File: src/verilog/ooo_settings.svh
`ifndef OOO_SETTINGS_SVH
`define OOO_SETTINGS_SVH

// physical register file, one data word per entry
`define OOO_PRF_NUM 64

// index into the physical register file
`define OOO_PRF_W 6

// micro-op tag, carried through to writeback
`define OOO_TAG_W 6

// data path width
`define OOO_XLEN 32

// alu issue queue entries
`define OOO_IQ_DEPTH 8

`endif
File: src/verilog/ooo_pkg.sv
`include "ooo_settings.svh"

package ooo_pkg;

    // alu opcodes, li takes no sources
    typedef enum logic [2:0] {
        ADD = 3'd0,
        SUB = 3'd1,
        AND = 3'd2,
        OR  = 3'd3,
        XOR = 3'd4,
        SLT = 3'd5,
        LI  = 3'd6
    } alu_op_e;

    // one renamed micro-op, physical indices already assigned
    typedef struct packed {
        logic [`OOO_TAG_W-1:0] tag;
        alu_op_e               op;
        logic [`OOO_PRF_W-1:0] src1;
        logic [`OOO_PRF_W-1:0] src2;
        logic [`OOO_PRF_W-1:0] dst;
        logic [15:0]           imm;
    } uop_t;

    // queue entry with per-source ready bits
    typedef struct packed {
        uop_t uop;
        logic src1_rdy;
        logic src2_rdy;
    } iq_entry_t;

    // writeback broadcast
    typedef struct packed {
        logic [`OOO_TAG_W-1:0] tag;
        logic [`OOO_PRF_W-1:0] dst;
        logic [`OOO_XLEN-1:0]  data;
    } wb_t;

endpackage

File: src/verilog/phys_regfile.sv
`timescale 1ns/1ps
`include "ooo_settings.svh"

module phys_regfile (
    input  logic                  clk,
    input  logic                  rst,
    input  logic [`OOO_PRF_W-1:0] ra1_i,
    input  logic [`OOO_PRF_W-1:0] ra2_i,
    output logic [`OOO_XLEN-1:0]  rd1_o,
    output logic [`OOO_XLEN-1:0]  rd2_o,
    input  logic                  we_i,
    input  ooo_pkg::wb_t          wb_i
);

    logic [`OOO_XLEN-1:0]    mem_q [`OOO_PRF_NUM];
    // registers never written read as zero
    logic [`OOO_PRF_NUM-1:0] written_q;

    function automatic logic [`OOO_XLEN-1:0] read_word(input logic [`OOO_PRF_W-1:0] addr);
        logic [`OOO_XLEN-1:0] w;
        if (we_i && (wb_i.dst == addr)) begin
            w = wb_i.data;
        end else if (written_q[addr]) begin
            w = mem_q[addr];
        end else begin
            w = '0;
        end
        return w;
    endfunction

    always_ff @(posedge clk) begin
        if (rst) begin
            written_q <= '0;
        end else if (we_i) begin
            written_q[wb_i.dst] <= 1'b1;
        end
    end

    always_ff @(posedge clk) begin
        if (we_i) begin
            mem_q[wb_i.dst] <= wb_i.data;
        end
    end

    // synchronous read, same-cycle write passes through
    always_ff @(posedge clk) begin
        rd1_o <= read_word(ra1_i);
        rd2_o <= read_word(ra2_i);
    end

endmodule

File: config.mk
export PLATFORM = sky130hd
export DESIGN_NAME = phys_regfile
export DESIGN_NICKNAME = d
export VERILOG_FILES = /design/src/verilog/ooo_pkg.sv /design/src/verilog/phys_regfile.sv
export VERILOG_INCLUDE_DIRS = /design/src /design/src/verilog
export SDC_FILE = /design/constraint.sdc
export NUM_CORES = 2
export LEC_CHECK = 0
export CELL_PAD_IN_SITES_DETAIL_PLACEMENT = 1
export CELL_PAD_IN_SITES_GLOBAL_PLACEMENT = 1
export CORE_MARGIN = 3
export CORE_UTILIZATION = 30
export CTS_CLUSTER_SIZE = 24
export DETAILED_ROUTE_END_ITERATION = 8
export DONT_BUFFER_PORTS = 1
export PLACE_DENSITY_LB_ADDON = 0.1
export SYNTH_ARGS = -nofsm -noshare
export SYNTH_HDL_FRONTEND = slang
export SYNTH_SLANG_ARGS = --single-unit
File: constraint.sdc
create_clock -name clk -period 4.1 [get_ports clk]
set_input_delay 0.41 -clock clk [delete_from_list [all_inputs] [get_ports clk]]
set_output_delay 0.41 -clock clk [all_outputs]
set_load 0.005 [all_outputs]
==> results.md <==
* Mean routed wirelength per cell at 41.3 um
* RSZ-0062 raised after global routing: false
* Fin. max-slew vios at 0
* Fin Clk Skew at 0.0320 ns
* Crit path DAT at 4.62 ns
* Crit path launch type: primary input
* CTS tree: done
* Design Area, Final at 115000 sq um
* #FFs+latches synth at 2176
* Final min period at 3.82 ns
* Total clock sinks at 2176
* Clock buffer depth at 4
* Max_slew headroom at 0.150
* Yosys top cell area share at 0.619
* GRT Overall Usage at 0.225
* Hold Path Class: primary input to flip-flop
* First-pass GRT wire length at 519000 um
* Top FF cell, synth: edfxtp_1
* Vias at 53200
* DRT Pass-1 Iters at 7
* Synthesized net count at 4666
* Synth area leaders: edfxtp_1, mux4_2, dfxtp_1, mux2i_1, nor2_1
* Die Span Y at 582 um
* Most frequent cells in the layout: edfxtp_1, mux4_2, clkbuf_16, mux2i_1, nor2_1
* DP Area at 105000 sq um
* I/O Pins at 123
* Max incr delay on CP at 0.63 ns
* Synth unique cells at 58
* Worst Tran Pin Value at 1.28 ns
* Total Routed Length at 386000 um
* Syn avg cell area at 21.6 sq um
* HPWL after DPL at 200000 um
* Non-filler cells in the finished layout at 9361
* YS warnings at 0
* Status: complete, no violations
* Vias in the first global route at 57200
* Initial core utilization at 0.303
* First DRT Iteration DRCs at 5532
* Async SR Flop Fraction at 0
* Die X at 582 um
* Floorplan Core Area at 328000 sq um
* Reg clk slew, reported paths at 0.06 ns
* Die ar. at 338000 sq um
* Buf/Inv on CP at 4
* Num CTS Buffers at 270
* Total number of H-tree levels at 5
* Most common cell after layout, fill and taps aside: edfxtp_1
* Final worst-path cycle share at 0.932
* CP max FO at 95
* Initial antenna violation count at 29
* Fraction of layout cells with a size suffix above 1 at 0.384
* GRT overflow at 0
* Largest net degree at the start of global routing at 533
* Postcts setup bufs at 0
* Crit path capture type: flip-flop
* Setup violations, final at 0
* PortBufs at 0
* Placed instance count at 8761
* Worst Path Required at 4.90 ns
* ANT nets after route at 0
* CP max-delay cell: mux4_2
* Cells after Synth at 4607
* Row Count at 210
* Worst Hold Margin at 0.0392 ns
* Static leakage at 35.7 nW
* # fillers at 31700
* Area Overhead vs Synth at 16.1%
* Root cell of the clock tree: clkbuf_16
* VDD IR max at 0.000313 V
* Routability-driven placement congestion ratio at 0.731
* Clock latency on the worst-skew pair at 0.91 ns
* Family with the most delay on the worst path: buffers and inverters
* Crit-path cells: buf_16 -> buf_16 -> buf_16 -> mux4_2 -> mux4_2 -> mux2i_1 -> nand2_1 -> dlygate4sd3_1 -> a32o_1
* Final hold vios at 0
* Residual DRC at 0
* Max_cap viols at 0
* Post-synthesis sequential area ratio at 0.644
* Post-Syn Area at 99400 sq um
* Post-synth EDFFs at 2048
* Most frequent CP cell: buf_16
* Drt via density at 5.68
* Yosys top cell by area: edfxtp_1
* Post-layout net count at 4843
* Max Clk Rate at 262 MHz
* Fin Setup TNS at 0 ns
* Cell Pwr Density at 449 nW/um^2
* Crit Path Class: primary input to flip-flop
[worst reg2reg max path: stages (launching register included)]
cell	delay (ns)
dfxtp_1	0.32
mux4_2	0.46
mux2i_1	0.32
mux2_2	0.36
nor3b_1	0.11
o21bai_2	0.96
buf_4	0.29
o21ai_0	0.09
[registers in the layout, indices dropped and copies added, names as in the netlist]
register / cells
mem_q: 2048
rd2_o: 32
written_q: 64
rd1_o: 32
[worst paths after layout]
check	start	endpoint	slack [ns]	cells after the start
hold reg to reg	written_q[62]$_SDFFE_PP0P_	written_q[62]$_SDFFE_PP0P_	0.49	2
setup reg to reg	written_q[63]$_SDFFE_PP0P_	rd1_o[9]$_DFF_P_	1.07	7
hold / removal	ra1_i[4]	rd1_o[10]$_DFF_P_	0.04	3
setup / recovery	ra2_i[0]	rd2_o[6]$_DFF_P_	0.28	9
[cells in the mapped netlist (12+ instances only)]
cell type and instances:
o21ai_0 23, buf_4 61, nor2_1 221, a211oi_1 15
dfxtp_1 128, a221o_1 22, o22ai_1 12, a22o_1 16
mux4_2 1246, nand2_1 100, a21oi_1 27, mux2i_1 178
nor2b_1 14, mux2_2 15, buf_1 54, buf_2 107
edfxtp_1 2048, nor3_1 16, clkbuf_1 108, o221ai_1 15
a22oi_1 23, buf_6 28
[stage by stage]
step	worst slack [ns]	power (mW)	utilization
after floorplan	0.335	27.4	-
after global placement	0.402	27.6	0.320
after CTS	0.973	51.9	0.350
after global routing	0.0566	53.5	0.351
after detailed placement	0.468	27.6	0.320
final	0.278	51.8	0.352
[cell type report]
class                      count  area [sq um]  share of cell area
antenna                       13          32.5            0.000282
clock inverter               121          1110             0.00958
multi-input combinational   2061         33900               0.293
timing repair buffer         264          3410              0.0296
clock buffer                 369          7480              0.0648
sequential                  2176         64100               0.555
tap                         4346          5440              0.0471
inverter                      11          51.3            0.000444
[power by group]
group	switching (mW)	internal, mW	leakage, nW
clock network	9.75	13.9	4.19
registers	0.138	24.5	19.5
logic	1.85	1.71	12.0
total	11.7	40.1	35.7
[cells by family after synthesis]
family	synth area share
and+or+nand+nor	0.0163
buffers and inverters	0.0197
muxes	0.302
DFF	0.644
AOI/OAI and AO/OA	0.0165
xor gates and xnor gates	0.00106
[repair_timing]
action	CTS	global route
gates resized for setup	0	0
endpoints found under the hold margin	2243	1
endpoints found under the setup margin	0	12
hold buffers	80	1
[routing by layer]
metal / global-route usage / up-vias / part of all wire
met5: 0 / - / 0.000052
met4: 0.0542 / 4 / 0.025
met3: 0.0372 / 455 / 0.056
met2: 0.366 / 1677 / 0.48
met1: 0.313 / 30400 / 0.44
li1: - / 20600 / -
No activity file was read; power rests on OpenSTA's default activity.
