**config.mk**
```make
export PLATFORM = sky130hd
export DESIGN_NAME = busy_scoreboard
export DESIGN_NICKNAME = d
export VERILOG_FILES = /design/src/verilog/ooo_pkg.sv /design/src/verilog/busy_scoreboard.sv
export VERILOG_INCLUDE_DIRS = /design/src /design/src/verilog
export SDC_FILE = /design/constraint.sdc
export NUM_CORES = 1
export LEC_CHECK = 0
export BUFFER_PORTS_ARGS = -buffer_cell sky130_fd_sc_hd__buf_2
export CORE_MARGIN = 10
export CORE_UTILIZATION = 30
export CTS_CLUSTER_SIZE = 20
export DETAILED_ROUTE_END_ITERATION = 6
export PLACE_DENSITY = 0.52
export SLEW_MARGIN = 20
export SYNTH_ARGS = -nofsm -noshare
export SYNTH_HDL_FRONTEND = slang
export SYNTH_SLANG_ARGS = --single-unit
```
**constraint.sdc**
```tcl
create_clock -name clk -period 2.5 [get_ports clk]
set_input_delay 0.5 -clock clk [delete_from_list [all_inputs] [get_ports clk]]
set_output_delay 0.5 -clock clk [all_outputs]
set_load 0.01 [all_outputs]
```
**src/verilog/ooo_settings.svh**
```systemverilog
`ifndef OOO_SETTINGS_SVH
`define OOO_SETTINGS_SVH

// physical register file, one data word per entry
`define OOO_PRF_NUM 64

// index into the physical register file
`define OOO_PRF_W 6

// micro-op tag, carried through to writeback
`define OOO_TAG_W 6

// data path width
`define OOO_XLEN 32

// alu issue queue entries
`define OOO_IQ_DEPTH 8

`endif
```
**src/verilog/ooo_pkg.sv**
```systemverilog
`include "ooo_settings.svh"

package ooo_pkg;

    // alu opcodes, li takes no sources
    typedef enum logic [2:0] {
        ADD = 3'd0,
        SUB = 3'd1,
        AND = 3'd2,
        OR  = 3'd3,
        XOR = 3'd4,
        SLT = 3'd5,
        LI  = 3'd6
    } alu_op_e;

    // one renamed micro-op, physical indices already assigned
    typedef struct packed {
        logic [`OOO_TAG_W-1:0] tag;
        alu_op_e               op;
        logic [`OOO_PRF_W-1:0] src1;
        logic [`OOO_PRF_W-1:0] src2;
        logic [`OOO_PRF_W-1:0] dst;
        logic [15:0]           imm;
    } uop_t;

    // queue entry with per-source ready bits
    typedef struct packed {
        uop_t uop;
        logic src1_rdy;
        logic src2_rdy;
    } iq_entry_t;

    // writeback broadcast
    typedef struct packed {
        logic [`OOO_TAG_W-1:0] tag;
        logic [`OOO_PRF_W-1:0] dst;
        logic [`OOO_XLEN-1:0]  data;
    } wb_t;

endpackage

```
**src/verilog/busy_scoreboard.sv**
```systemverilog
`timescale 1ns/1ps
`include "ooo_settings.svh"

module busy_scoreboard (
    input  logic                  clk,
    input  logic                  rst,
    input  logic                  set_i,
    input  logic [`OOO_PRF_W-1:0] set_idx_i,
    input  logic                  clr_i,
    input  ooo_pkg::wb_t          clr_wb_i,
    input  logic [`OOO_PRF_W-1:0] rd1_idx_i,
    input  logic [`OOO_PRF_W-1:0] rd2_idx_i,
    output logic                  busy1_o,
    output logic                  busy2_o
);

    logic [`OOO_PRF_NUM-1:0] busy_q;
    logic                    clr_hit1;
    logic                    clr_hit2;

    // a writeback in this cycle already counts as ready
    assign clr_hit1 = clr_i && (clr_wb_i.dst == rd1_idx_i);
    assign clr_hit2 = clr_i && (clr_wb_i.dst == rd2_idx_i);

    assign busy1_o = busy_q[rd1_idx_i] & ~clr_hit1;
    assign busy2_o = busy_q[rd2_idx_i] & ~clr_hit2;

    always_ff @(posedge clk) begin
        if (rst) begin
            busy_q <= '0;
        end else begin
            if (clr_i) begin
                busy_q[clr_wb_i.dst] <= 1'b0;
            end
            // set after clear, so a new producer wins
            if (set_i) begin
                busy_q[set_idx_i] <= 1'b1;
            end
        end
    end

endmodule

```
==> impl_metrics.csv <==
group,metric,value,unit
run_status,status,"finished clean",
sta,drv_slew,0,
drt,route.final.wire_length,12680,um
floorplanning,die_area,17730,um2
power_and_ir_drop,power_frac_comb,0.122,
finish,fin_cells,645,
sta,post-route-period-util,0.9994,
sta,rsz0062_at_grt,"yes",
synth,synth_edf_count,0,
global_routing,grt_pass1_vias,3504,
synth,synth_top_family_by_area,"multiplexers",
floorplanning,initial_utilization,0.3056,
setup_path,required,2.00,ns
synth,syn_inst,433,
synth,syn_area,3841,um2
clocking,cts_root_buf,"clkbuf_16",
sta,period_needed,2.499,ns
placed_design,portBuffers,29,
power_and_ir_drop,finalPower,2.585,mW
drt,wl_per_cell,19.66,um
setup_path,r2r-end,"busy_q[42]",
clocking,clk_pin_slew,0.06,ns
synth,synth-simple-area-share,0.1687,
finish,diodes,0,
setup_path,crit_fanout,3,
finish,area_growth,20.94,%
setup_path,r2r-start,"busy_q[42]",
run,drv_cap,0,
drt,drtPass1Iterations,5,
floorplanning,die_w,133.2,um
finish,regMostFlops,"busy_q",
synth,ys_async_sr_fraction,0,
power_and_ir_drop,seqPwrFrac,0.400,
clocking,h-tree-depth,3,
global_routing,grt_max_degree,34,
finish,nNetsFinal,535,
sta,hold_viol,0,
power_and_ir_drop,internal_power,1.946,mW
global_routing,antenna_found_initial,0,
synth,synth_seq_area_share,0.3336,
floorplanning,die_h,133.2,um
sta,relSlewSlack,0.5509,
setup_path,worstSetupPathType,"flip-flop to output port",
floorplanning,core_area,12570,um2
placed_design,dp_hpwl,9195,um
clocking,clk_latency,0.33,ns
power_and_ir_drop,clock_power_share,0.478,
hold_path,min_path_type,"flip-flop to flip-flop",
hold_path,hold_depth,2,
power_and_ir_drop,p_sw_frac,0.2470,
clocking,cts-buffers-inserted,9,
clocking,cts_hold_buf,0,
drt,drc,0,
finish,final_cell_mix,"72 x nand2_1, 65 x a21oi_1, 63 x o21ai_0, 63 x dfxtp_1, 34 x mux4_2",
drt,routed_via_density,5.484,
sta,setup_viol,0,
setup_path,critPathArrivalTime,2.00,ns
synth,synth_flop_cell,"dfxtp_1",
setup_path,r2r_cells,2,
global_routing,grt_pass1_wl,19780,um
power_and_ir_drop,max-vdd-ir-drop,0.0002560,V
sta,clock.fmax,400.2,MHz
placed_design,placed_cells,630,
global_routing,grt_overflow,0,
synth,synth.area.mux_share,0.2313,
clocking,numClockSinks,64,
sta,clock-skew-final,0,ns
synth,ys_ff_latch,64,
clocking,postCtsSetupBuffers,0,
finish,reg_top3,"busy_q x64",
finish,largest_reg_flops,64,
finish,final_util,0.3696,
placed_design,gp_congestion,0.8367,
setup_path,cp-start-kind,"flip-flop",
hold_path,min-delay-start,"busy_q[33]",
floorplanning,num_rows,41,
hold_path,holdPathEnd,"busy_q[33]",
synth,avgSynthCellArea,8.871,um2
setup_path,worst_setup_path_end_kind,"output port",
synth,yosysWarningCount,0,
power_and_ir_drop,p_leak,1.559,nW
synth,synthAdderAreaFrac,0,
setup_path,r2r_slack,1.77,ns
finish,final_common_cell,"nand2_1",
synth,synth-compound-area-share,0.1860,
power_and_ir_drop,switchingPower,0.6385,mW
synth,ys_types,43,
finish,stdcell_area,4646,um2
clocking,cts_max_path_buffers,2,
synth,synth_xor_area_frac,0.02736,
sta,tightest_slew,0.6737,ns
clocking,cts_tree,"yes",
floorplanning,io_pins,68,
power_and_ir_drop,power_density,556.3,nW/um2
finish,drive_above_1_share,0.2537,
global_routing,track_usage,0.1425,
drt,postRouteAntennaNets,0,
synth,syn-num-nets,499,
drt,num_vias,3537,
drt,drt_iter0_drc,492,
placed_design,place_area,4289,um2
Yosys cell counts (2+ instances only):
cell / n / area, um2
nor4_1: 2 / 12.51
mux4_1: 3 / 78.83
nand2_1: 72 / 270.3
clkbuf_1: 26 / 97.59
and2_1: 4 / 25.02
a21oi_1: 65 / 325.3
and2_0: 2 / 12.51
nand4_1: 5 / 31.28
nor2_1: 13 / 48.80
a22oi_1: 2 / 15.01
o21ai_0: 63 / 315.3
mux2i_1: 10 / 100.1
xor2_1: 6 / 52.55
buf_6: 2 / 22.52
buf_2: 3 / 15.01
nor3_1: 3 / 15.01
xnor2_1: 6 / 52.55
buf_4: 4 / 30.03
nor3b_1: 5 / 37.54
nand4b_1: 3 / 26.28
dfxtp_1: 64 / 1281
buf_1: 2 / 7.510
mux4_2: 31 / 698.2
or3_1: 2 / 12.51
nand3b_1: 8 / 60.06
nand3_1: 8 / 40.04
inv_1: 3 / 11.26
layer usage:
| layer | global-route usage | up-vias | share of wire |
|---|---|---|---|
| met3 | 0.03759 | 12 | 0.075 |
| li1 | - | 1658 | - |
| met1 | 0.1931 | 1737 | 0.46 |
| met4 | 0.04172 | 0 | 0.017 |
| met5 | 0 | - | 0 |
| met2 | 0.2175 | 130 | 0.45 |
critical path, cell delays in order (launching register included):
cell	delay, ns
dfxtp_2	0.33
mux4_2	0.46
mux4_2	0.54
nor2_2	0.12
o32ai_2	0.07
buf_2	0.14
metrics by stage:
step	setup WS (ns)	TNS (ns)	hold WS, ns
2_1_floorplan	0.1347	0	0.4497
3_3_place_gp	-0.1812	-0.1941	0.4682
3_5_place_dp	-0.1940	-0.2067	0.4804
4_1_cts	-0.002927	-0.002927	0.4864
5_1_grt	-0.06148	-0.1046	0.5085
6_report	0.001442	0	0.4834
power by group through the flow:
stage / Combinational, mW / Clock, mW / Sequential, mW
4_1_cts: 0.313 / 1.25 / 1.03
2_1_floorplan: 0.184 / 0 / 1.05
5_1_grt: 0.339 / 1.29 / 1.03
3_3_place_gp: 0.298 / 0 / 1.05
6_report: 0.316 / 1.24 / 1.03
3_5_place_dp: 0.300 / 0 / 1.06
kinds of logic after synthesis:
logic type	Yosys count
AO/OA/AOI/OAI	137
AND/OR/NAND/NOR	134
flip-flops	64
multiplexers	45
buffers and inverters	41
XOR/XNOR	12
final cells by class:
type	count	area, um2
Fill cell	1272	7923
Multi-Input combinational cell	328	2381
Sequential cell	64	1282
Timing Repair Buffer	63	467.9
Clock buffer	11	242.7
Tap cell	172	215.2
Clock inverter	4	45.04
Inverter	3	11.26
what timing repair did:
| item | 4_1_cts | 5_1_grt |
|---|---|---|
| gates cloned | 0 | 0 |
| pin swaps | 2 | 2 |
| gates resized for setup | 20 | 4 |
| setup endpoints to repair | 2 | 2 |
worst max-delay path by stage:
stage | from | endpoint | slack [ns] | cells past startpoint
after floorplan | rd2_idx_i[2] | busy2_o | 0.13 | 6
after global placement | rd2_idx_i[2] | busy2_o | -0.18 | 7
after detailed placement | rd2_idx_i[2] | busy2_o | -0.19 | 8
after CTS | rd2_idx_i[1] | busy2_o | -0.003 | 9
after global routing | busy_q[23] | busy2_o | -0.06 | 5
final | busy_q[23] | busy2_o | 0.001 | 5
No activity file was read; power rests on OpenSTA's default activity.
