$ cat config.mk
export PLATFORM = sky130hd
export DESIGN_NAME = alu_execute
export DESIGN_NICKNAME = d
export VERILOG_FILES = /design/src/verilog/ooo_pkg.sv /design/src/verilog/alu_execute.sv
export VERILOG_INCLUDE_DIRS = /design/src /design/src/verilog
export SDC_FILE = /design/constraint.sdc
export NUM_CORES = 1
export LEC_CHECK = 0
export ABC_CLOCK_PERIOD_IN_PS = 3030
export BUFFER_PORTS_ARGS = -buffer_cell sky130_fd_sc_hd__buf_2
export CORE_AREA = 2 2 137 139
export CTS_CLUSTER_DIAMETER = 150
export DETAILED_ROUTE_END_ITERATION = 12
export DIE_AREA = 0 0 139 141
export PLACE_DENSITY = 0.7
export SKIP_LAST_GASP = 1
export SYNTH_ARGS = -nofsm -noshare
export SYNTH_HDL_FRONTEND = slang
export SYNTH_SLANG_ARGS = --single-unit
$ cat constraint.sdc
create_clock -name clk -period 3.03 [get_ports clk]
set_input_delay 0.606 -clock clk [delete_from_list [all_inputs] [get_ports clk]]
set_output_delay 0.606 -clock clk [all_outputs]
set_load 0.02 [all_outputs]
$ cat src/verilog/ooo_settings.svh
`ifndef OOO_SETTINGS_SVH
`define OOO_SETTINGS_SVH

// physical register file, one data word per entry
`define OOO_PRF_NUM 64

// index into the physical register file
`define OOO_PRF_W 6

// micro-op tag, carried through to writeback
`define OOO_TAG_W 6

// data path width
`define OOO_XLEN 32

// alu issue queue entries
`define OOO_IQ_DEPTH 8

`endif
$ cat src/verilog/ooo_pkg.sv
`include "ooo_settings.svh"

package ooo_pkg;

    // alu opcodes, li takes no sources
    typedef enum logic [2:0] {
        ADD = 3'd0,
        SUB = 3'd1,
        AND = 3'd2,
        OR  = 3'd3,
        XOR = 3'd4,
        SLT = 3'd5,
        LI  = 3'd6
    } alu_op_e;

    // one renamed micro-op, physical indices already assigned
    typedef struct packed {
        logic [`OOO_TAG_W-1:0] tag;
        alu_op_e               op;
        logic [`OOO_PRF_W-1:0] src1;
        logic [`OOO_PRF_W-1:0] src2;
        logic [`OOO_PRF_W-1:0] dst;
        logic [15:0]           imm;
    } uop_t;

    // queue entry with per-source ready bits
    typedef struct packed {
        uop_t uop;
        logic src1_rdy;
        logic src2_rdy;
    } iq_entry_t;

    // writeback broadcast
    typedef struct packed {
        logic [`OOO_TAG_W-1:0] tag;
        logic [`OOO_PRF_W-1:0] dst;
        logic [`OOO_XLEN-1:0]  data;
    } wb_t;

endpackage

$ cat src/verilog/alu_execute.sv
`timescale 1ns/1ps
`include "ooo_settings.svh"

module alu_execute (
    input  logic                  clk,
    input  logic                  rst,
    input  logic                  issue_i,
    input  ooo_pkg::uop_t         issue_uop_i,
    input  logic [`OOO_XLEN-1:0]  rd1_i,
    input  logic [`OOO_XLEN-1:0]  rd2_i,
    output logic [`OOO_PRF_W-1:0] ra1_o,
    output logic [`OOO_PRF_W-1:0] ra2_o,
    output logic                  wb_valid_o,
    output ooo_pkg::wb_t          wb_o
);

    ooo_pkg::uop_t        s1_uop_q;
    logic                 s1_valid_q;
    logic [`OOO_XLEN-1:0] result;
    logic                 lt;

    // register file address comes straight from the issue slot
    assign ra1_o = issue_uop_i.src1;
    assign ra2_o = issue_uop_i.src2;

    always_ff @(posedge clk) begin
        if (rst) begin
            s1_valid_q <= 1'b0;
        end else begin
            s1_valid_q <= issue_i;
        end
    end

    always_ff @(posedge clk) begin
        if (issue_i) begin
            s1_uop_q <= issue_uop_i;
        end
    end

    assign lt = $signed(rd1_i) < $signed(rd2_i);

    always_comb begin
        case (s1_uop_q.op)
            ooo_pkg::ADD: result = rd1_i + rd2_i;
            ooo_pkg::SUB: result = rd1_i - rd2_i;
            ooo_pkg::AND: result = rd1_i & rd2_i;
            ooo_pkg::OR:  result = rd1_i | rd2_i;
            ooo_pkg::XOR: result = rd1_i ^ rd2_i;
            ooo_pkg::SLT: result = {{(`OOO_XLEN-1){1'b0}}, lt};
            ooo_pkg::LI:  result = {{(`OOO_XLEN-16){s1_uop_q.imm[15]}}, s1_uop_q.imm};
            default:      result = '0;
        endcase
    end

    always_ff @(posedge clk) begin
        if (rst) begin
            wb_valid_o <= 1'b0;
        end else begin
            wb_valid_o <= s1_valid_q;
        end
    end

    always_ff @(posedge clk) begin
        if (s1_valid_q) begin
            wb_o.tag  <= s1_uop_q.tag;
            wb_o.dst  <= s1_uop_q.dst;
            wb_o.data <= result;
        end
    end

endmodule

==> impl_results.md <==
- Synth Area per Inst: 8.50 um2
- Sequential share of the synthesized area: 0.284
- P per Cell Area: 386 nW/um2
- Initial antenna violation count: 0
- Sw Ratio: 0.350
- N_diodes: 0
- Post-synthesis cell type count: 81
- Post-CTS Hold Buffers: 0
- Period utilization: 1.00
- DRT Pass-1 Iters: 5
- Gate power share: 0.405
- CP Max Fanout: 4
- Cell Chain, Critical Path: buf_6 -> buf_6 -> ha_4 -> fa_2 -> a21o_1 -> a221oi_4 -> o21ai_2 -> a31o_4 -> a2111o_1 -> a31oi_2 -> a2bb2oi_1 -> o21bai_1
- Synth Flop Type: edfxtp_1
- Status: finished with violations
- Final Util: 0.605
- Num Clock Sinks: 77
- Vias/cell: 5.85
- Cell accounting for the most synthesized area: edfxtp_1
- Flop pwr share: 0.307
- Port bufs: 142
- Reg area: 2290 um2
- Initial Utilization: 0.442
- Slew Limit Fails: 0
- Core Rows: 50
- First-pass GRT wire length: 43800 um
- Critical path type: input pin to flip-flop
- Relative slew margins: 0.387
- Clock network fraction of total power: 0.288
- Fin. Hold Viols: 0
- # DRC: 0
- HPWL reported at the end of detailed placement: 21200 um
- Clk root buf: clkbuf_16
- Yosys warns: 0
- Total GRT Usage: 0.278
- Area grow syn2layout: 36.8%
- Synth Register Bits: 77
- Routed vias: 8728
- Setup crit end kind: flip-flop
- Vias in the first global route: 8535
- Number of synthesized flops with an enable pin: 75
- Slowest cell delay on critical path: 460 ps
- Ys async rst share: 0
- Fin Hold WS: 411 ps
- Critical Path AT: 3140 ps
- Clock latency on the worst-skew pair: 350 ps
- I/O pin count: 167
- Post-route minimum period: 3040 ps
- Maximum clock frequency: 0.329 GHz
- Clock Path Buffers: 2
- Leak: 5.21 nW
- Die width: 139 um
- Most frequent CP cell: buf_6
- Reg clk slew, reported paths: 60 ps
- Synth cell count leaders: ha_1, inv_1, a21oi_1
- RSZ-0062 raised after global routing: yes
- Worst EP required: 3130 ps
- Multi-input logic area: 5370 um2
- P_int: 2.78 mW
- H-tree Lvls: 3
- Worst Setup Start Kind: input pin
- Crit-path leading delay family: compound AO/OA/AOI/OAI gates
- Final net count: 1472
- Core Region: 18300 um2
- Die ar.: 19600 um2
- Remaining global-route overflow: 0
- Worst-margin pin slew: 916 ps
- Max Cap Violations: 0
- Slowest CP cell: a2111o_1
- Top-count cell post-synth: ha_1
- Largest cells by area after synthesis: edfxtp_1, ha_1, a21oi_1
- Worst Setup Slack post-DPL: -458 ps
- Antenna Nets Post-Route: 0
- Top cell type's share of synthesized area: 0.279
- Hold Path Class: input pin to flip-flop
- Worst-case vdd ir drop: 0.304 mV
- Buffers plus inverters on the worst setup path: 2
- WL final: 28100 um
- Setup Viol. Count Final: 1
- Worst-case clock skew: 5.98 ps
- Routability cong.: 0.982
- Failing checks: negative setup slack
- Chip height: 141 um
- Synthesized instance count: 951
- CTS tree: done
- Synthesized area: 8080 um2
- Largest net degree at the start of global routing: 38
- Drt wl/cell: 18.8 um
- Final WS setup: -6.93 ps
- Total CTS buffers: 9
- Iter 0 DRT Violations: 958
- Share of cells above drive strength 1: 0.344
- Synthesized Nets: 1169
- P_sw: 1.49 mW
- Fillcell total: 1657
## timing repair
| action | 4_1_cts | 5_1_grt |
|---|---|---|
| resized for setup | 4 | 54 |
| setup endpoints to repair | 7 | 13 |
| pin swaps | 7 | 28 |
| buffers inserted | 1 | 7 |
## kinds of logic (layout without fill, tap and decap cells)
kind of cell | after synthesis | count (layout) | synth area share
adders and majority gates | 108 | 108 | 0.169
AOI/OAI and AO/OA | 338 | 338 | 0.291
DFF | 77 | 77 | 0.284
muxes | 21 | 21 | 0.0276
and+or+nand+nor | 229 | 229 | 0.136
buffers and inverters | 172 | 480 | 0.0866
xor gates and xnor gates | 6 | 6 | 0.00650
## final timing paths
check             cells after the start    endpoint         start  slack (ps)
hold reg to reg                       0    wb_o[39]  s1_uop_q[38]         420
setup reg to reg                      7     wb_o[9]  s1_uop_q[36]         400
setup / recovery                     12    wb_o[28]      rd1_i[0]          -7
hold / removal                        2  s1_valid_q           rst         410
## layer usage
metal | share of wire | up-vias | GRT usage
li1 | - | 4108 | -
met4 | 0.037 | 0 | 0.119
met1 | 0.41 | 4098 | 0.356
met2 | 0.48 | 436 | 0.471
met5 | 0 | - | 0
met3 | 0.075 | 86 | 0.0428
## cell usage in the layout, fill, tap and decap left out, types with 7 or more instances in the layout
cell type	n
a211oi_1	11
a21o_1	19
a21oi_1	79
a22oi_1	10
a31oi_1	8
buf_2	137
buf_4	215
clkbuf_16	9
edfxtp_1	75
ha_1	96
ha_4	9
inv_1	98
mux2i_1	20
nand2_1	62
nand2b_1	12
nand3_1	11
nor2_1	67
nor2b_1	7
nor3_1	16
o211ai_1	14
o21ai_0	42
o21ai_1	7
o21bai_1	12
o221ai_1	7
o22ai_1	24
o31a_1	9
o31ai_1	11
or3_1	11
## worst register-to-register path, stage by stage, from the launching register on
cell      delay, ps
edfxtp_1        560
inv_1           250
nand2_1         170
nor2_1          730
buf_4           320
a22oi_1         100
o21ai_0         200
a41o_1          160
## power by group through the flow
| stage | clock, mW | combinational (mW) | sequential (mW) |
|---|---|---|---|
| finish | 1.23 | 1.73 | 1.31 |
| CTS | 1.25 | 1.64 | 1.31 |
| global placement | 0 | 1.60 | 1.33 |
| global route | 1.29 | 1.87 | 1.32 |
| floorplan | 0 | 0.878 | 1.38 |
| detailed placement | 0 | 1.62 | 1.33 |
## sequential cells by signal, indices dropped and copies added, names as in the netlist
signal / count
s1_uop_q: 31
s1_valid_q: 1
wb_o: 44
wb_valid_o: 1
## area by class of cell
cell class                      count  share of cell area
Clock inverter                      6             0.00849
Tap cell                          234              0.0265
Sequential cell                    77               0.207
Inverter                          106              0.0364
Clock buffer                       10              0.0207
Timing Repair Buffer              358               0.214
Multi-Input combinational cell    702               0.486
## through the flow
| stage | total power, mW | std cells | TNS, ps | cell area, um2 |
|---|---|---|---|---|
| after floorplan | 2.26 | 951 | -31.9 | 8140 |
| after global placement | 2.94 | 1469 | -5120 | 10400 |
| after detailed placement | 2.95 | 1469 | -5960 | 10400 |
| after CTS | 4.20 | 1486 | 0 | 10800 |
| after global routing | 4.48 | 1493 | -178 | 11100 |
| final | 4.27 | 1493 | -6.93 | 11100 |
(Power assumes the default switching activity.)
