$ cat src/verilog/ooo_settings.svh
`ifndef OOO_SETTINGS_SVH
`define OOO_SETTINGS_SVH

// physical register file, one data word per entry
`define OOO_PRF_NUM 64

// index into the physical register file
`define OOO_PRF_W 6

// micro-op tag, carried through to writeback
`define OOO_TAG_W 6

// data path width
`define OOO_XLEN 32

// alu issue queue entries
`define OOO_IQ_DEPTH 8

`endif
$ cat src/verilog/ooo_pkg.sv
`include "ooo_settings.svh"

package ooo_pkg;

    // alu opcodes, li takes no sources
    typedef enum logic [2:0] {
        ADD = 3'd0,
        SUB = 3'd1,
        AND = 3'd2,
        OR  = 3'd3,
        XOR = 3'd4,
        SLT = 3'd5,
        LI  = 3'd6
    } alu_op_e;

    // one renamed micro-op, physical indices already assigned
    typedef struct packed {
        logic [`OOO_TAG_W-1:0] tag;
        alu_op_e               op;
        logic [`OOO_PRF_W-1:0] src1;
        logic [`OOO_PRF_W-1:0] src2;
        logic [`OOO_PRF_W-1:0] dst;
        logic [15:0]           imm;
    } uop_t;

    // queue entry with per-source ready bits
    typedef struct packed {
        uop_t uop;
        logic src1_rdy;
        logic src2_rdy;
    } iq_entry_t;

    // writeback broadcast
    typedef struct packed {
        logic [`OOO_TAG_W-1:0] tag;
        logic [`OOO_PRF_W-1:0] dst;
        logic [`OOO_XLEN-1:0]  data;
    } wb_t;

endpackage

$ cat src/verilog/alu_issue_queue.sv
`timescale 1ns/1ps
`include "ooo_settings.svh"

module alu_issue_queue (
    input  logic               clk,
    input  logic               rst,
    input  logic               wr_i,
    input  ooo_pkg::iq_entry_t entry_i,
    input  logic               wb_valid_i,
    input  ooo_pkg::wb_t       wb_i,
    output logic               ready_o,
    output logic               issue_o,
    output ooo_pkg::uop_t      issue_uop_o
);

    localparam int DEPTH = `OOO_IQ_DEPTH;
    localparam int IDX_W = $clog2(`OOO_IQ_DEPTH);

    ooo_pkg::iq_entry_t slot_q [DEPTH];
    logic [DEPTH-1:0]   valid_q;
    // older_q[i][j] is set when entry j is older than entry i
    logic [DEPTH-1:0]   older_q [DEPTH];
    logic [DEPTH-1:0]   can_issue;
    logic [DEPTH-1:0]   sel;
    logic [IDX_W-1:0]   sel_idx;
    logic [IDX_W-1:0]   free_idx;

    function automatic ooo_pkg::iq_entry_t wake(
        input ooo_pkg::iq_entry_t    e,
        input logic                  hit_en,
        input logic [`OOO_PRF_W-1:0] dst
    );
        ooo_pkg::iq_entry_t r;
        r = e;
        if (hit_en && (e.uop.src1 == dst)) begin
            r.src1_rdy = 1'b1;
        end
        if (hit_en && (e.uop.src2 == dst)) begin
            r.src2_rdy = 1'b1;
        end
        return r;
    endfunction

    always_comb begin
        for (int i = 0; i < DEPTH; i++) begin
            can_issue[i] = valid_q[i] & slot_q[i].src1_rdy & slot_q[i].src2_rdy;
        end
    end

    // oldest ready: no older entry is also ready
    always_comb begin
        for (int i = 0; i < DEPTH; i++) begin
            sel[i] = can_issue[i] & ~|(can_issue & older_q[i]);
        end
    end

    always_comb begin
        sel_idx  = '0;
        free_idx = '0;
        for (int i = DEPTH - 1; i >= 0; i--) begin
            if (sel[i]) begin
                sel_idx = IDX_W'(i);
            end
            if (!valid_q[i]) begin
                free_idx = IDX_W'(i);
            end
        end
    end

    assign ready_o     = ~&valid_q;
    assign issue_o     = |sel;
    assign issue_uop_o = slot_q[sel_idx].uop;

    always_ff @(posedge clk) begin
        if (rst) begin
            valid_q <= '0;
            for (int i = 0; i < DEPTH; i++) begin
                older_q[i] <= '0;
            end
        end else begin
            for (int i = 0; i < DEPTH; i++) begin
                if (sel[i]) begin
                    valid_q[i] <= 1'b0;
                end
                // new entry is younger than everything
                if (wr_i) begin
                    older_q[i][free_idx] <= 1'b0;
                end
            end
            if (wr_i) begin
                valid_q[free_idx] <= 1'b1;
                older_q[free_idx] <= valid_q & ~sel;
            end
        end
    end

    // wakeup also covers the entry written this cycle
    always_ff @(posedge clk) begin
        for (int i = 0; i < DEPTH; i++) begin
            slot_q[i] <= wake(slot_q[i], wb_valid_i, wb_i.dst);
        end
        if (wr_i) begin
            slot_q[free_idx] <= wake(entry_i, wb_valid_i, wb_i.dst);
        end
    end

endmodule

$ cat config.mk
export PLATFORM = sky130hd
export DESIGN_NAME = alu_issue_queue
export DESIGN_NICKNAME = d
export VERILOG_FILES = /design/src/verilog/ooo_pkg.sv /design/src/verilog/alu_issue_queue.sv
export VERILOG_INCLUDE_DIRS = /design/src /design/src/verilog
export SDC_FILE = /design/constraint.sdc
export NUM_CORES = 1
export LEC_CHECK = 0
export BUFFER_PORTS_ARGS = -buffer_cell sky130_fd_sc_hd__buf_2
export CAP_MARGIN = 20
export CELL_PAD_IN_SITES_DETAIL_PLACEMENT = 0
export CELL_PAD_IN_SITES_GLOBAL_PLACEMENT = 1
export CORE_MARGIN = 2
export CORE_UTILIZATION = 30
export CTS_BUF_LIST = sky130_fd_sc_hd__clkbuf_4 sky130_fd_sc_hd__clkbuf_8
export CTS_CLUSTER_DIAMETER = 200
export DETAILED_ROUTE_END_ITERATION = 16
export PLACE_DENSITY_LB_ADDON = 0.1
export SYNTH_ARGS = -nofsm -noshare
export SYNTH_HDL_FRONTEND = slang
export SYNTH_SLANG_ARGS = --single-unit
$ cat constraint.sdc
create_clock -name clk -period 3.2 [get_ports clk]
set_input_delay 0 -clock clk [delete_from_list [all_inputs] [get_ports clk]]
set_output_delay 0 -clock clk [all_outputs]
set_load 0.01 [all_outputs]
==> results of run 1 <==
logic make-up after synthesis:
kind of cell	after synthesis	share of synthesized area (%)
AOI/OAI and AO/OA	315	12.40
DFF	432	67.40
other	1	0.01985
buffers and inverters	132	3.246
and+or+nand+nor	457	11.86
xor gates and xnor gates	108	5.008
muxes	1	0.05961
critical path, cell delays in order (launching register included):
cell	delay, ns
dfxtp_1	0.36
and3_4	0.22
a22o_4	0.23
a2111oi_4	0.37
buf_4	0.23
a21boi_4	0.08
buf_4	0.17
a211oi_4	0.26
buf_6	0.19
buf_12	0.14
buf_4	0.12
nand2_4	0.05
a311oi_4	0.34
buf_4	0.21
power breakdown:
part           internal [mW]  switching, mW  leakage, nW
logic                  0.563          0.787         3.94
registers               6.43          0.146         3.99
clock network           2.93           2.41        0.847
cells in the final DEF, fill, tap and decap left out, drive strengths merged, types with 48 or more instances in the layout:
master,Yosys,routed
nand3,54,54
nand4,50,50
clkbuf,69,119
buf,39,254
xor2,54,54
and3,48,48
dlygate4sd3,0,48
nor2,110,110
edfxtp,408,408
nand2,118,118
xnor2,54,54
o21ai,49,49
per-stage QoR:
stage          hold WS [ns]  worst slack [ns]  utilization, %  setup TNS, ns  instance area, µm²
3_3_place_gp         0.2737           -0.4578           34.13         -5.102               21140
3_5_place_dp         0.2804           -0.3861           34.13         -2.824               21140
4_1_cts            0.008539           -0.4569           39.33         -15.62               24360
2_1_floorplan       0.09887           0.02803               -              0               18910
6_report            0.06905           -0.4285           40.30         -13.30               24960
5_1_grt             0.05686           -0.5346           40.30         -19.21               24960
registers in the layout (all words and copies together) (netlist names):
signal / flops
older_q: 64
slot_q: 360
valid_q: 8
routing by layer:
metal  up-vias  track usage, %  part of all wire (%)
li1       6140               -                     -
met1      6962           26.47                    45
met2       351           33.22                    49
met3        66           3.376                   4.4
met4         2           5.982                   1.7
met5         -               0                 0.018
repair_timing:
action	4_1_cts	5_1_grt
buffers inserted	35	7
gates cloned	3	3
gates resized for setup	139	115
pin swaps	30	35
hold endpoints to repair	378	0
setup endpoints to repair	43	44
hold buffers	48	0
how the worst max path moves through the flow:
stage | startpoint | end | slack [ns] | depth (start not counted)
global placement | slot_q[5][0]$_DFF_P_ | issue_uop_o[33] | -0.46 | 9
detailed placement | slot_q[5][0]$_DFF_P_ | issue_uop_o[33] | -0.39 | 9
finish | valid_q[3]$_SDFF_PP0_ | issue_uop_o[33] | -0.43 | 13
CTS | slot_q[6][1]$_DFF_P_ | issue_uop_o[30] | -0.46 | 11
global route | valid_q[1]$_SDFF_PP0_ | issue_uop_o[33] | -0.53 | 12
floorplan | valid_q[0]$_SDFF_PP0_ | older_q[5][6]$_SDFFCE_PN0P_ | 0.03 | 8
layout make-up:
type                    instances  area (µm²)
inverters                      24       90.09
flip-flops and latches        432       12740
well taps                     837        1047
fillers                      5991       36980
multi-input cells             888        6626
repair buffers                305        2854
diodes                          1       2.502
clock inverters                27       183.9
clock buffers                 116        1415
==> results.md, run 1 <==
- Global-route usage over all layers: between 10% and 20%
- Die area: 64990 µm²
- Slew headroom: 24.68%
- Clock buffer count from CTS: 82
- Tmin final: 3.629 ns
- Grt total ovfl: 0
- Hold Path Sink: slot_q[1][1]$_DFF_P_
- Synth-to-Final Area Change: 32.16%
- Cells after DPL: 2397
- Clock sink count: 432
- Distinct cells, synth: 60
- Final hold violation count: 0
- Clock slew at reported path FFs: 0.05 ns
- Crit path DAT: about 3.6 ns
- Hold Crit Depth: 5
- Max Clk Rate: 275.6 MHz
- Post-synth top cells: edfxtp_1 (408), nand2_1 (118), nor2_1 (109)
- Synth top area cells: edfxtp_1 (65%), dfxtp_1 (2.5%), xnor2_1 (2.5%)
- Register area share after synthesis: 67.40%
- Maxcap violations: 0
- Drt wl/cell: 24.88 µm
- Die width: 254.9 µm
- Largest area contributor in the synthesized netlist: edfxtp_1
- Count leader, synth: edfxtp_1
- Syn avg cell area: 13.06 µm²
- Final setup vio count: 43
- Row count: 91
- Layout cell share with drive strength beyond 1: 30.52%
- Synth top area share: 64.86%
- Critical path peak fanout: 7
- Cells after synthesis: 1446
- Slew @ Worst Pin: 1.119 ns
- Clock Latency Late Sink: 0.67 ns
- Final WL: 65.44 mm
- CTS tree: yes
- Status: finished with violations
- Synth Register Bits: about 430
- Final nets: about 1800
- Routed Antenna Nets: 0
- DRT iter0 DRCs: between 900 and 1000
- Post-DP HPWL: 39.73 mm
- Largest net degree at the start of global routing: 48
- Vias per cell: just over 5
- Num ports: between 100 and 150
- FF-to-FF setup slack: roughly 0.35 ns
- Clock root buffer: clkbuf_8
- Initial antenna violation count: 2
- Starting density of the core: 30.50%
- Leak: 8.786 nW
- RSZ-0062 raised after global routing: yes
- Final Max Tran Viols: 0
- Worst hold-check path type: in -> reg
- Synth warn: 0
- Drt first pass iters: 8
- Hold_sp: wb_valid_i
- Core Region: approximately 62000 µm²
- Die height: 254.9 µm
- Setup crit start kind: flop
- Post-synth EDFFs: 408
- H-tree lvl count: 3
- Critical path class: reg -> out
- DRC errors left: 0
- Max Root-Sink Buffers: 3
- GP Congestion: between 0.8 and 0.9
- Asr flop ratio synth: 0%
- Via count: 13520
- Mapped cell area: 18890 µm²
- FF-to-FF Start: valid_q[6]$_SDFF_PP0_
- Pwr dens: 531.5 nW/µm²
- Vias in the first global route: 13740
- Crit. End Element: output pin
- Max rail drop VDD: ~270 µV
- Failing checks: setup timing
- First-pass GRT wire length: 93.32 mm
- Main synth FF type: edfxtp_1
- R2R cell count: 11
- Port Buffers: 99
- Worst r2r dst: slot_q[0][1]$_DFF_P_
- Clock Skew: 0.03265 ns
- Finished Layout Cells: 2630
- Final period util: 113.4%
- Final WS setup: -0.4285 ns
- Final Power: 13.27 mW
- Worst EP required: 3.20 ns
Power figures use the tool's default switching activity.
==> run 2, diff against run 1 <==
clock period = 3.4 ns   (was 3.2 ns; I/O delays follow)
==> results.md, run 2 (same netlist as run 1, synthesis figures left out) <==
- Status: finished with violations
- Failing checks: setup timing
- Pwr dens: a little over 500 nW/µm²
- Clock slew at reported path FFs: approximately 0.06 ns
- Crit path DAT: 3.70 ns
- Routed Antenna Nets: 0
- FF-to-FF setup slack: 0.61 ns
- Via count: 13550
- DRT iter0 DRCs: 1005
- Final setup vio count: 43
- DRC errors left: 0
- Final WS setup: -0.2961 ns
- Reg area: 12750 µm²
- Final WL: 69.03 mm
- Area of the multi-input gates: 6208 µm²
- Drt wl/cell: 26.40 µm
- WHS: 0.1197 ns
- Maxcap violations: 0
- Worst hold-check path type: in -> reg
- Pre-CTS setup slack: 0.1638 ns
- Clock root buffer: clkbuf_8
- Tmin final: about 3.7 ns
- Core Region: approximately 62000 µm²
- Top reg by flops: slot_q
- Largest net degree at the start of global routing: 51
- Global-route usage over all layers: 21.09%
- Final hold violation count: 0
- Die width: 254.9 µm
- Setup crit start kind: flop
- Max rail drop VDD: about 300 µV
- CTS tree: yes
- FF-to-FF Start: valid_q[6]$_SDFF_PP0_
- Final nets: ~1800
- Clock power share: 40.3%
- Final Instance Area: 24690 µm²
- Initial antenna violation count: 3
- Critical path peak fanout: 6
- Crit path launch: slot_q[4][0]$_DFF_P_
- Vias in the first global route: between 10000 and 15000
- Finished Layout Cells: around 2600
- Final period util: 108.7%
- RSZ-0062 raised after global routing: yes
- FILL cells: 5988
- First-pass GRT wire length: 97.84 mm
- Total Neg Setup Slack: -7.856 ns
- Vias per cell: a little over 5
- Final Util: 39.86%
- Hold Path Sink: slot_q[1][14]$_DFFE_PP_
- Switch Pwr: approximately 3.2 mW
- Row count: 91
- Commonest cells after routing, fill and taps aside: edfxtp_1 (408), nor2_1 (109), nand2_1 (108)
- Comb pwr share: 10.5%
- Post-DP HPWL: 37.20 mm
- Slew @ Worst Pin: 1.116 ns
- Layout cell share with drive strength beyond 1: 26.86%
- Max Clk Rate: approximately 270 MHz
- Max FFs per register: 360
- Most common cell after layout, fill and taps aside: edfxtp_1
- Cells after DPL: approximately 2400
- Worst EP required: 3.40 ns
- Largest regs: slot_q: 360 flops, older_q: 64 flops, valid_q: 8 flops
- Sequential Power Share: between 40% and 50%
- Max Root-Sink Buffers: 3
- Cell-internal power: 9.365 mW
- Die area: between 60000 and 70000 µm²
- Hold_sp: entry_i[14]
- R2R cell count: 9
- Placement-stage cell area: around 21000 µm²
- Port Buffers: just under 100
- Drt first pass iters: 4
- Final Power: 12.57 mW
- Clock Latency Late Sink: approximately 0.67 ns
- Clock sink count: between 400 and 500
- GP Congestion: 0.7828
- Critical path class: reg -> out
- Crit. End Element: output pin
- Hold Crit Depth: 2
- Clock Skew: 0.02880 ns
- Final Max Tran Viols: 0
- Starting density of the core: 30.50%
- Die height: roughly 250 µm
- Grt total ovfl: 0
- Num ports: between 100 and 150
- Worst r2r dst: older_q[4][1]$_SDFFCE_PN0P_
- H-tree lvl count: 3
- Synth-to-Final Area Change: 30.71%
- Slew headroom: 25.30%
- Leak: just under 9 nW
- Clock buffer count from CTS: 81
- Switching Share: 25.48%
-- run 2: final cells by class --
class	count	share of cell area (%)
clock buffer	116	5.731
antenna	2	0.02027
inverter	24	0.3649
sequential	432	51.64
clock inverter	31	0.8006
timing repair buffer	285	12.06
multi-input combinational	888	25.14
tap	837	4.241
-- run 2: repair_timing --
action / 4_1_cts / 5_1_grt
resized for setup: 116 / 58
pin swaps: 43 / 20
hold buffers: 48 / 0
buffers inserted: 34 / 4
cloned: 18 / 2
setup endpoints to repair: 43 / 43
hold endpoints to repair: 382 / 0
-- run 2: worst max path at each step --
stage	endpoint	slack [ns]	depth (start not counted)
2_1_floorplan	older_q[5][6]$_SDFFCE_PN0P_	0.23	8
3_3_place_gp	issue_uop_o[13]	0.15	10
3_5_place_dp	issue_uop_o[13]	0.16	10
4_1_cts	issue_uop_o[28]	-0.23	12
5_1_grt	issue_uop_o[28]	-0.40	12
6_report	issue_uop_o[28]	-0.30	13
-- run 2: routing by layer --
| layer | GRT usage [%] | up-vias | share of wire [%] |
|---|---|---|---|
| met5 | 0 | - | 0.017 |
| met4 | 5.631 | 2 | 2.3 |
| met3 | 3.854 | 106 | 4.8 |
| met2 | 33.34 | 357 | 46 |
| met1 | 29.74 | 6973 | 47 |
| li1 | - | 6110 | - |
-- run 2: power groups by stage --
stage	Sequential, mW	Clock, mW	Combinational [mW]
6_report	6.19	5.06	1.32
5_1_grt	6.20	5.41	1.41
4_1_cts	6.19	5.21	1.28
3_5_place_dp	6.28	0	1.03
3_3_place_gp	6.28	0	1.03
2_1_floorplan	6.24	0	0.500
-- run 2: worst max-delay path, cell delays in order (launching register included) --
cell and delay [ns]:
dfxtp_2 0.34, buf_6 0.13, nand4_1 0.08, nand4_1 0.22
a2111o_1 0.53, a211o_4 0.38, a211oi_4 0.24, buf_6 0.15
buf_12 0.12, buf_12 0.14, nand2_4 0.06, a311oi_4 0.33
buf_4 0.19, buf_6 0.10
==> run 3, diff against run 2 <==
CORE_ASPECT_RATIO = 2   (was not set)
==> results.md, run 3 (same netlist as run 1, synthesis figures left out) <==
- Status: finished with violations
- Failing checks: setup timing
- Grt total ovfl: 0
- Clock root buffer: clkbuf_8
- Largest regs: slot_q: 360 flops, older_q: 64 flops, valid_q: 8 flops
- Largest net degree at the start of global routing: 48
- Routed Antenna Nets: 0
- Initial antenna violation count: 6
- Leak: 8.984 nW
- Layout cell share with drive strength beyond 1: between 30 and 40%
- First-pass GRT wire length: 102.3 mm
- Hold_sp: wb_i[35]
- CTS tree: yes
- Worst hold-check path type: in -> reg
- Final WS setup: -0.3467 ns
- Setup crit start kind: flop
- Die area: 65110 µm²
- Final setup vio count: 43
- RSZ-0062 raised after global routing: yes
- CP delay by family, top: buffers and inverters
- Clock Latency Late Sink: between 0.6 and 0.7 ns
- Die width: approximately 180 µm
- Tmin final: 3.747 ns
- Vias per cell: roughly 5.2
- Clock buffer count from CTS: 68
- Pre-CTS setup slack: -0.1053 ns
- Post-DP HPWL: roughly 44 mm
- Max Root-Sink Buffers: 3
- Vias in the first global route: 14570
- Crit path DAT: approximately 3.8 ns
- Clock sink count: between 400 and 500
- Final nets: 1860
- Commonest cells after routing, fill and taps aside: edfxtp_1 (408), buf_4 (124), nor2_1 (109)
- Port Buffers: 99
- Slew headroom: 27.90%
- GP Congestion: 0.9115
- Num ports: 138
- Global-route usage over all layers: 21.73%
- Final hold violation count: 0
- Max rail drop VDD: 236.6 µV
- Largest stage delay, worst path: 0.49 ns
- Max Clk Rate: 266.9 MHz
- Final WL: 72.10 mm
- Most common cell after layout, fill and taps aside: edfxtp_1
- Top reg by flops: slot_q
- Via count: 13720
- Critical path class: reg -> out
- H-tree lvl count: 3
- Final Power: 12.35 mW
- DRT iter0 DRCs: 907
- Final Util: 40.74%
- Row count: 130
- DRC errors left: 0
- Bufs and invs on worst path: 9
- Crit. End Element: output pin
- Final period util: 110.2%
- Starting density of the core: 30.16%
- Worst EP required: 3.40 ns
- WHS: around 0.16 ns
- Clock slew at reported path FFs: 0.07 ns
- Drt first pass iters: 5
- Core Region: 62620 µm²
- Critical path peak fanout: 7
- Final Max Tran Viols: 0
- Worst-path cell chain: buf_6 > nand4_1 > nand4_1 > a2111o_1 > buf_6 > a211oi_4 > buf_6 > buf_12 > nor2_4 > buf_12 > buf_12 > buf_16 > a31oi_4 > a311oi_2 > buf_4 > buf_2
- Maxcap violations: 0
- Crit path launch: slot_q[3][1]$_DFF_P_
- Synth-to-Final Area Change: 35.07%
- FF-to-FF Start: valid_q[4]$_SDFF_PP0_
- Clock Skew: 0.03511 ns
- Die height: ~360 µm
- Pwr dens: 484.0 nW/µm²
- Drt wl/cell: 27.58 µm
- CP max stage cell: a2111o_1
- Slew @ Worst Pin: about 1.1 ns
- Max FFs per register: 360
## run 3: changes by cell type in the layout (fill, tap and decap cells not counted), moves of 18 or more
cell,before,now
buf_6,21,42
a31oi_1,28,8
nand2_1,108,87
a31oi_4,5,23
nand2_2,4,22
buf_4,68,124
## run 3: final timing paths
path                                       to  slack, ns  cells after the start
setup / recovery              issue_uop_o[33]      -0.35                     16
hold reg to reg          slot_q[7][1]$_DFF_P_       0.59                      2
hold / removal           slot_q[1][1]$_DFF_P_       0.16                      5
setup reg to reg  older_q[4][7]$_SDFFCE_PN0P_       0.37                     10
## run 3: cell type report
cell class	count	area [µm²]
inverter	24	90.09
clock inverter	29	272.8
sequential	432	12760
clock buffer	92	1141
antenna	4	10.01
timing repair buffer	353	3548
multi-input combinational	888	6703
tap	792	991.0
fill	5885	37110
## run 3: tightest hold or removal path: cells and delay by family
| family | cells | cell delay, ns |
|---|---|---|
| buffers and inverters | 1 | 0.28 |
| xor gates and xnor gates | 1 | 0.21 |
| AOI/OAI and AO/OA | 1 | 0.05 |
| and+or+nand+nor | 2 | 0.21 |
## run 3: per-stage QoR
| step | instances | cell area [µm²] | TNS [ns] |
|---|---|---|---|
| final | 2614 | 25510 | -11.96 |
| after global routing | 2612 | 25510 | -15.44 |
| after CTS | 2596 | 24760 | -13.15 |
| after detailed placement | 2373 | 21450 | -0.1053 |
| after global placement | 2372 | 21430 | -0.05801 |
| after floorplan | 1452 | 18910 | 0 |
## run 3: where the power goes
part	total (mW)	switching [mW]	internal [mW]
combinational	1.43	0.819	0.615
clock	4.74	2.17	2.57
sequential	6.17	0.124	6.05
## run 3: layer usage
metal	GRT usage, %	wire (µm)	up-vias
li1	-	-	6207
met4	9.198	2729	2
met3	2.958	2490	109
met1	23.53	26590	7065
met2	41.67	40280	340
met5	0	11	-
## run 3: timing repair
item	in CTS	in global routing
hold buffers	48	0
buffers inserted	44	17
hold endpoints to repair	377	0
pin swaps	48	51
cloned	10	6
endpoints found under the setup margin	43	43
gates resized for setup	165	117
